<file path="config.mk">
export PLATFORM = sky130hd
export DESIGN_NAME = valid_tracker_top
export DESIGN_NICKNAME = d
export VERILOG_FILES = /design/src/rename_pkg.sv /design/src/apb_regs_pkg.sv /design/src/valid_port_if.sv /design/src/ckpt_valid_ram.sv /design/src/ckpt_alloc.sv /design/src/valid_apb_ctrl.sv /design/src/valid_tracker_top.sv
export VERILOG_INCLUDE_DIRS = /design/src
export SDC_FILE = /design/constraint.sdc
export NUM_CORES = 1
export LEC_CHECK = 0
export BUFFER_PORTS_ARGS = -buffer_cell sky130_fd_sc_hd__buf_2
export CAP_MARGIN = 20
export CORE_MARGIN = 2
export CORE_UTILIZATION = 46
export CTS_CLUSTER_SIZE = 25
export DETAILED_ROUTE_END_ITERATION = 10
export GPL_ROUTABILITY_DRIVEN = 0
export PLACE_DENSITY = 0.63
export RECOVER_POWER = 50
export SYNTH_ARGS = -nofsm -noshare
export SYNTH_HDL_FRONTEND = slang
export SYNTH_HIERARCHICAL = 1
export SYNTH_SLANG_ARGS = --single-unit
export TNS_END_PERCENT = 5
</file>
<file path="constraint.sdc">
create_clock -name clka -period 7.5 [get_ports clka]
set_input_delay 1.5 -clock clka [delete_from_list [all_inputs] [get_ports clka]]
set_output_delay 1.5 -clock clka [all_outputs]
set_load 0.02 [all_outputs]
</file>
<file path="src/rename_cfg.svh">
`ifndef RENAME_CFG_SVH
`define RENAME_CFG_SVH

// ====================
// Rename resource sizes
// ====================

// Number of physical registers in the rename pool
// Each one owns a row of valid bits in the valid RAM
`define PREGS 32

// Number of rename checkpoints kept by the core
// Each checkpoint owns one column of valid bits
`define NCHECK 4

// ====================
// Bus sizes
// ====================

// APB address width, enough for the command and status registers
`define APB_AW 4

`endif

</file>
<file path="src/rename_pkg.sv">
`include "rename_cfg.svh"

// Types that describe the rename resources themselves
// The sizes come from the configuration header so the whole design scales together
package rename_pkg;

	// ====================
	// Index types
	// ====================

	// Physical register number, one per row of the valid array
	typedef logic [$clog2(`PREGS)-1:0] pregno_t;

	// Checkpoint index, selects one column of the valid array
	typedef logic [$clog2(`NCHECK)-1:0] checkpt_ndx_t;

	// ====================
	// Mask types
	// ====================

	// One bit per checkpoint
	// Used both for the in-use mask and for a full row of valid bits
	typedef logic [`NCHECK-1:0] ckpt_mask_t;

endpackage

</file>
<file path="src/apb_regs_pkg.sv">
`include "rename_cfg.svh"

// Software view of the tracker: register offsets, command opcodes and field positions
package apb_regs_pkg;

	// ====================
	// Register map
	// ====================

	// Command register, a write starts one command
	localparam logic [`APB_AW-1:0] REG_CMD = 'h0;
	// Status register, read only
	localparam logic [`APB_AW-1:0] REG_STATUS = 'h4;

	// Command opcodes carried in the low bits of a REG_CMD write
	// Codes 6 and 7 are unused and get refused
	typedef enum logic [2:0] {
		OP_SET_VALID = 3'd0,
		OP_CLR_VALID = 3'd1,
		OP_SET_ALL = 3'd2,
		OP_READ = 3'd3,
		OP_ALLOC = 3'd4,
		OP_FREE = 3'd5
	} valid_op_e;

	// ====================
	// Field positions
	// ====================

	// Command word layout
	localparam int CMD_OP_LSB = 0;
	localparam int CMD_OP_MSB = 2;
	localparam int CMD_CK_LSB = 4;
	localparam int CMD_CK_MSB = 5;
	localparam int CMD_RG_LSB = 8;
	localparam int CMD_RG_MSB = 12;

	// Status word layout
	localparam int STS_RESULT_BIT = 0;
	localparam int STS_AFAIL_BIT = 1;
	localparam int STS_LAST_LSB = 4;
	localparam int STS_LAST_MSB = 5;
	// In-use mask is one bit per checkpoint
	localparam int STS_INUSE_LSB = 8;
	localparam int STS_INUSE_MSB = STS_INUSE_LSB + `NCHECK - 1;

endpackage

</file>
<file path="src/valid_port_if.sv">
`timescale 1ns/1ps

// Write and read lanes into the checkpoint valid RAM
// The controller drives the requests and the RAM returns the read bit
interface valid_port_if import rename_pkg::*; ();

	// Write lane
	logic wr;
	// Row being written
	pregno_t wa;
	// Column being written, ignored when setall is high
	checkpt_ndx_t wc;
	// Set every checkpoint bit of row wa
	logic setall;
	// Bit value for a single-bit write
	logic i;

	// Read lane, the result shows up in o after one clock edge
	logic rd;
	pregno_t ra;
	checkpt_ndx_t rc;
	logic o;

	// Controller side
	modport ctrl (
		output wr, wa, wc, setall, i,
		output rd, ra, rc,
		input o
	);

	// RAM side
	modport ram (
		input wr, wa, wc, setall, i,
		input rd, ra, rc,
		output o
	);

endinterface

</file>
<file path="src/ckpt_valid_ram.sv">
`timescale 1ns/1ps
`include "rename_cfg.svh"

// Valid bit storage for the physical registers
// There is one row per physical register and one column per checkpoint
// A set bit means the register holds a valid value as seen from that checkpoint
module ckpt_valid_ram import rename_pkg::*; (
	input logic clka,
	input logic rst_n,
	valid_port_if.ram vp
);

	// ====================
	// Storage
	// ====================

	// Indexed by physical register, each entry is a full checkpoint row
	ckpt_mask_t mem [0:`PREGS-1];

	// Write lane
	// Out of reset every register is valid in every checkpoint
	// A core comes up with its architectural registers all mapped and ready
	always_ff @(posedge clka) begin
		if (!rst_n) begin
			for (int r = 0; r < `PREGS; r++) begin
				mem[r] <= {`NCHECK{1'b1}};
			end
		end
		else if (vp.wr) begin
			// Set-all marks the register ready in every checkpoint at once
			// This is what happens when a result is written back
			if (vp.setall) begin
				mem[vp.wa] <= {`NCHECK{1'b1}};
			end
			// Otherwise only the addressed checkpoint bit changes
			else begin
				mem[vp.wa][vp.wc] <= vp.i;
			end
		end
	end

	// ====================
	// Read lane
	// ====================

	// Registered read of one bit
	// A write in the same cycle is not visible here, the old bit is returned
	// The controller never issues both in one cycle, so this does not arise
	always_ff @(posedge clka) begin
		if (vp.rd) begin
			vp.o <= mem[vp.ra][vp.rc];
		end
	end

endmodule

</file>
<file path="src/ckpt_alloc.sv">
`timescale 1ns/1ps
`include "rename_cfg.svh"

// Checkpoint allocator
// Keeps a mask of checkpoints in use and hands out the lowest free one
module ckpt_alloc import rename_pkg::*; (
	input logic clka,
	input logic rst_n,
	input logic alloc_req,
	input logic free_req,
	input checkpt_ndx_t free_ndx,
	output checkpt_ndx_t alloc_ndx,
	output logic alloc_ok,
	output ckpt_mask_t in_use
);

	// ====================
	// Free search
	// ====================

	// Scan from the top down so the lowest clear bit is the last one to win
	// Both outputs depend only on the mask, so they are stable for the whole
	// access cycle and the controller can latch them with the request
	always_comb begin
		alloc_ndx = '0;
		alloc_ok = 1'b0;
		for (int k = `NCHECK - 1; k >= 0; k--) begin
			if (!in_use[k]) begin
				alloc_ndx = checkpt_ndx_t'(k);
				alloc_ok = 1'b1;
			end
		end
	end

	// ====================
	// In-use mask
	// ====================

	// Checkpoint 0 is live out of reset, it holds the committed state
	// Any checkpoint, 0 included, can be freed later so all of them recycle
	always_ff @(posedge clka) begin
		if (!rst_n) begin
			in_use <= ckpt_mask_t'(1);
		end
		else begin
			// A full mask makes the request a no-op
			// The controller reports that case through its own flag
			if (alloc_req && alloc_ok) begin
				in_use[alloc_ndx] <= 1'b1;
			end
			// Release the named checkpoint
			// The controller never asks for both in one cycle
			if (free_req) begin
				in_use[free_ndx] <= 1'b0;
			end
		end
	end

endmodule

</file>
<file path="src/valid_apb_ctrl.sv">
`timescale 1ns/1ps
`include "rename_cfg.svh"

// APB slave in front of the valid RAM and the checkpoint allocator
// A write to REG_CMD runs one command, REG_STATUS returns the results
// The slave has no wait states, pready follows the access cycle directly
module valid_apb_ctrl import rename_pkg::*, apb_regs_pkg::*; (
	input logic clka,
	input logic rst_n,
	input logic psel,
	input logic penable,
	input logic pwrite,
	input logic [`APB_AW-1:0] paddr,
	input logic [31:0] pwdata,
	output logic [31:0] prdata,
	output logic pready,
	output logic pslverr,
	valid_port_if.ctrl vp,
	output logic alloc_req,
	output logic free_req,
	output checkpt_ndx_t free_ndx,
	input checkpt_ndx_t alloc_ndx,
	input logic alloc_ok,
	input ckpt_mask_t in_use
);

	logic access;
	logic cmd_sel;
	logic sts_sel;
	logic op_known;
	logic ck_live;
	logic cmd_ok;
	logic cmd_go;
	logic rd_pend;
	logic result_q;
	logic afail_q;
	checkpt_ndx_t last_q;
	checkpt_ndx_t ck;
	pregno_t rg;
	valid_op_e op;
	logic [31:0] status_word;

	// ====================
	// Command decode
	// ====================

	// Second phase of an APB transfer
	assign access = psel & penable;
	assign cmd_sel = (paddr == REG_CMD);
	assign sts_sel = (paddr == REG_STATUS);

	// Split the write data into command fields
	assign op = valid_op_e'(pwdata[CMD_OP_MSB:CMD_OP_LSB]);
	assign ck = pwdata[CMD_CK_MSB:CMD_CK_LSB];
	assign rg = pwdata[CMD_RG_MSB:CMD_RG_LSB];

	// The named checkpoint has to be live, except for an allocation
	assign ck_live = in_use[ck];

	// Codes outside the enum have no meaning and are refused
	always_comb begin
		case (op)
			OP_SET_VALID, OP_CLR_VALID, OP_SET_ALL,
			OP_READ, OP_ALLOC, OP_FREE: op_known = 1'b1;
			default: op_known = 1'b0;
		endcase
	end

	// A command is accepted only when everything about it checks out
	// A refused command changes no state at all
	assign cmd_ok = cmd_sel & op_known & (ck_live | (op == OP_ALLOC));
	assign cmd_go = access & pwrite & cmd_ok;

	// ====================
	// Request fan-out
	// ====================

	// Exactly one request pulses for an accepted command
	// It acts on the edge that closes the access cycle
	always_comb begin
		vp.wr = 1'b0;
		vp.rd = 1'b0;
		alloc_req = 1'b0;
		free_req = 1'b0;
		if (cmd_go) begin
			case (op)
				OP_SET_VALID, OP_CLR_VALID, OP_SET_ALL: vp.wr = 1'b1;
				OP_READ: vp.rd = 1'b1;
				OP_ALLOC: alloc_req = 1'b1;
				OP_FREE: free_req = 1'b1;
				default: ;
			endcase
		end
	end

	// Lane fields come straight from the command word
	// They only matter while the matching request is high
	assign vp.wa = rg;
	assign vp.wc = ck;
	assign vp.setall = (op == OP_SET_ALL);
	// Set writes a one and clear writes a zero
	assign vp.i = (op == OP_SET_VALID);
	assign vp.ra = rg;
	assign vp.rc = ck;
	assign free_ndx = ck;

	// ====================
	// Status register
	// ====================

	// The RAM returns the read bit one edge after the request
	// rd_pend marks the edge where it is safe to take it
	always_ff @(posedge clka) begin
		if (!rst_n) begin
			rd_pend <= 1'b0;
			result_q <= 1'b0;
			afail_q <= 1'b0;
			last_q <= '0;
		end
		else begin
			rd_pend <= vp.rd;
			if (rd_pend) begin
				result_q <= vp.o;
			end
			// A successful allocation clears an earlier failure
			if (alloc_req) begin
				afail_q <= !alloc_ok;
				if (alloc_ok) begin
					last_q <= alloc_ndx;
				end
			end
		end
	end

	// In-use mask is shown live, the other fields are the latched results
	always_comb begin
		status_word = '0;
		status_word[STS_RESULT_BIT] = result_q;
		status_word[STS_AFAIL_BIT] = afail_q;
		status_word[STS_LAST_MSB:STS_LAST_LSB] = last_q;
		status_word[STS_INUSE_MSB:STS_INUSE_LSB] = in_use;
	end

	// ====================
	// APB response
	// ====================

	// No wait states
	assign pready = access;

	// REG_CMD is write only and REG_STATUS is read only
	// A write is also refused when its command does not check out
	assign pslverr = access & (pwrite ? !cmd_ok : !sts_sel);

	// Read data only during a status read, zero otherwise
	assign prdata = (access & !pwrite & sts_sel) ? status_word : 32'h0;

endmodule

</file>
<file path="src/valid_tracker_top.sv">
`timescale 1ns/1ps
`include "rename_cfg.svh"

// Valid bit tracker top level
// APB comes in on plain ports, the blocks inside talk through valid_port_if
module valid_tracker_top import rename_pkg::*; (
	input logic clka,
	input logic rst_n,
	input logic psel,
	input logic penable,
	input logic pwrite,
	input logic [`APB_AW-1:0] paddr,
	input logic [31:0] pwdata,
	output logic [31:0] prdata,
	output logic pready,
	output logic pslverr
);

	// Allocator handshake
	logic alloc_req;
	logic free_req;
	checkpt_ndx_t free_ndx;
	checkpt_ndx_t alloc_ndx;
	logic alloc_ok;
	ckpt_mask_t in_use;

	// Lanes between controller and RAM
	valid_port_if vp ();

	// ====================
	// Instances
	// ====================

	valid_apb_ctrl u_ctrl (
		.clka(clka),
		.rst_n(rst_n),
		.psel(psel),
		.penable(penable),
		.pwrite(pwrite),
		.paddr(paddr),
		.pwdata(pwdata),
		.prdata(prdata),
		.pready(pready),
		.pslverr(pslverr),
		.vp(vp),
		.alloc_req(alloc_req),
		.free_req(free_req),
		.free_ndx(free_ndx),
		.alloc_ndx(alloc_ndx),
		.alloc_ok(alloc_ok),
		.in_use(in_use)
	);

	ckpt_valid_ram u_ram (
		.clka(clka),
		.rst_n(rst_n),
		.vp(vp)
	);

	ckpt_alloc u_alloc (
		.clka(clka),
		.rst_n(rst_n),
		.alloc_req(alloc_req),
		.free_req(free_req),
		.free_ndx(free_ndx),
		.alloc_ndx(alloc_ndx),
		.alloc_ok(alloc_ok),
		.in_use(in_use)
	);

endmodule

</file>
==> results.toml <==
[floorplan]
initial_core_util_pct = 46.8
fp.coreArea_um2 = 16500
core.rowCount = 47
dieArea_um2 = 17800
die_h_um = 133
pin_count = 75
die_w_um = 133

[layout]
layout_commonest_cell = "nand2_1"
layout.cells.non_filler = 952
nets = 762
seq_area_um2 = 4050
multiInputGateArea_um2 = 3150
area_growth_pct = 6.38
drive_gt1_share_pct = 12.3
num_antenna_cells = 0
final_cell_mix = "nand2_1, o21ai_0, edfxtp_1"
n_fill_cell = 1496

[timing]
finalSetupViolCount = 0
fmax_mhz = 211
fin_tns_setup_ps = 0
setup_ws_ps = 2750
slew-limit-headroom_pct = -55.6
rsz0062_at_grt = "false"
fin_crit_sh_pct = 63.3
tightest_slew_ps = 2310
slew_viol_final = 138
hold_viol = 0
clock_skew_ps = 4.61
fin_crit_ps = 4750

[route]
drt_iter0_markers = 709
num_vias = 5743
via_per_inst = 6.03
drc = 0
wl_per_cell_um = 20.0
drtPass1Iterations = 6
routed_wl_um = 19100
ant_nets = 0

[synth]
synthDistinctLibCells = 51
async_flop_share_pct = 0
yosys_warnings = 6
synth_area_um2 = 7710
synth_area_leaders = "edfxtp_1, nand2_1, o21ai_0"
ys_seq_area_share_pct = 52.6
synth_seq_cells = 138
synth_ff_type = "edfxtp_1"
synth_edf_count = 129
syn_inst = 741
yosys.area.top_type = "edfxtp_1"
synth_area_per_cell_um2 = 10.4
yosysTopAreaCellShare_pct = 50.2

[worst_setup_path]
r2r-end = "u_ram/mem[11][2]$_SDFFCE_PN1P_"
r2r_slack_ps = 4080
r2r_start = "u_alloc/in_use[0]$_SDFF_PN1_"
critPathArrivalTime_ps = 4860
cp-start-kind = "input port"
reg2reg_depth = 7
worstSetupPathType = "in -> reg"
path_max_fanout = 17
critical_path_required_ps = 7610
crit_path_end_kind = "register"

[clock_tree]
cts_made_buffers = 17
cts.path.max_buffers = 2
cts_hold_buf = 0
postCtsSetupBuffers = 0
cts.clk_slew.worst_paths_ps = 50
cts.sinks = 138
ctsResizeCount = 0
clock_latency_ps = 420
cts-root-buf = "clkbuf_16"
htreeDepth = 4
cts_tree = "done"

[status]
status = "finished with violations"
violations = "capacitance limit, slew limit"

[global_routing]
track_usage_pct = 22.2
grt_max_degree = 133
grt_pass1_vias = 5298
grt_overflow_total = 0
grt_pass1_wl_um = 29900
antenna_found_initial = 0

[flow_run]
maxCapViolations = 5

[placed_design]
pre_cts_slack_ps = 3100
dp.cells = 920
io_buffers = 28
dpl.hpwl_um = 12000

[min_path]
hold_depth = 2
min_path_type = "reg -> reg"
hold_end = "u_ctrl/last_q[0]$_SDFFE_PN0P_"
hp-start = "u_ctrl/last_q[0]$_SDFFE_PN0P_"

[power]
leakage_uw = 0.00211
ir_drop_mv = 0.127
powerDensity_nw_per_um2 = 202
worst max-delay path, stage by stage:
cell,delay (ps)
clkbuf_1,510
mux4_2,630
nand2_1,190
nor3b_1,70
and2_0,250
o21ai_0,780
clkbuf_1,680
o21ai_0,240
layer usage:
| metal | GRT usage (%) | up-vias | share of wire (%) |
|---|---|---|---|
| met5 | 0 | - | 0 |
| met4 | 7.27 | 0 | 1.9 |
| met3 | 5.18 | 37 | 11 |
| met2 | 33.7 | 367 | 46 |
| met1 | 31.8 | 2780 | 42 |
| li1 | - | 2559 | - |
power by group:
| part | switching, uW | total (uW) | internal (uW) |
|---|---|---|---|
| registers | 0.331 | 840 | 840 |
| clock network | 289 | 703 | 413 |
| logic | 83.9 | 115 | 31.0 |
| total | 374 | 1660 | 1280 |
sequential cells by signal, summed over array words and instances, names as in the netlist:
signal,cells
u_ram/vp.o,1
u_ctrl/afail_q,1
u_alloc/in_use,4
u_ctrl/result_q,1
u_ram/mem,128
u_ctrl/last_q,2
u_ctrl/rd_pend,1
cells by family after synthesis:
kind of cell	Yosys count	share of synthesized area, %
AO/OA/AOI/OAI	156	11.0
flip-flops	138	52.6
multiplexers	43	11.4
other	1	0.0486
buffers and inverters	107	7.64
AND/OR/NAND/NOR	296	17.3
through the flow:
step | cell area (um^2) | util (%) | hold WS (ps) | total power, uW
global route | 8200 | 49.8 | 490 | 1710
floorplan | 7800 | - | 444 | 956
global placement | 7730 | 47.0 | 456 | 964
detailed placement | 7730 | 47.0 | 464 | 968
CTS | 8210 | 49.9 | 471 | 1670
finish | 8200 | 49.8 | 468 | 1660
cell type report:
class | instances | share of cell area [%]
flip-flops and latches | 138 | 49.4
repair buffers | 39 | 2.78
well taps | 220 | 3.36
inverters | 6 | 0.275
multi-input cells | 519 | 38.3
clock buffers | 25 | 5.55
clock inverters | 5 | 0.290
worst max-delay path by stage:
stage               from                        endpoint  slack [ps]  cells after the start
5_1_grt        pwdata[4]  u_ram/mem[20][2]$_SDFFCE_PN1P_        2580                      8
4_1_cts        pwdata[4]                         pslverr        3120                      6
6_report       pwdata[4]  u_ram/mem[11][2]$_SDFFCE_PN1P_        2750                      8
3_3_place_gp   pwdata[4]                         pslverr        3150                      6
2_1_floorplan  pwdata[4]                         pslverr        3550                      4
3_5_place_dp       rst_n   u_ram/mem[9][3]$_SDFFCE_PN1P_        3100                      5
synth_stat cells (5+ instances only):
library cell and n:
nand2_1 179, o21ai_0 132, edfxtp_1 129, clkbuf_1 49, nor2_1 49, buf_4 44
mux4_2 27, and2_1 10, dfxtp_1 9, mux2i_1 9, mux4_1 7, nor2b_1 7
a21oi_1 6, buf_2 6, inv_1 6, nand2b_1 5, nand4_1 5
Power figures use the tool's default switching activity.
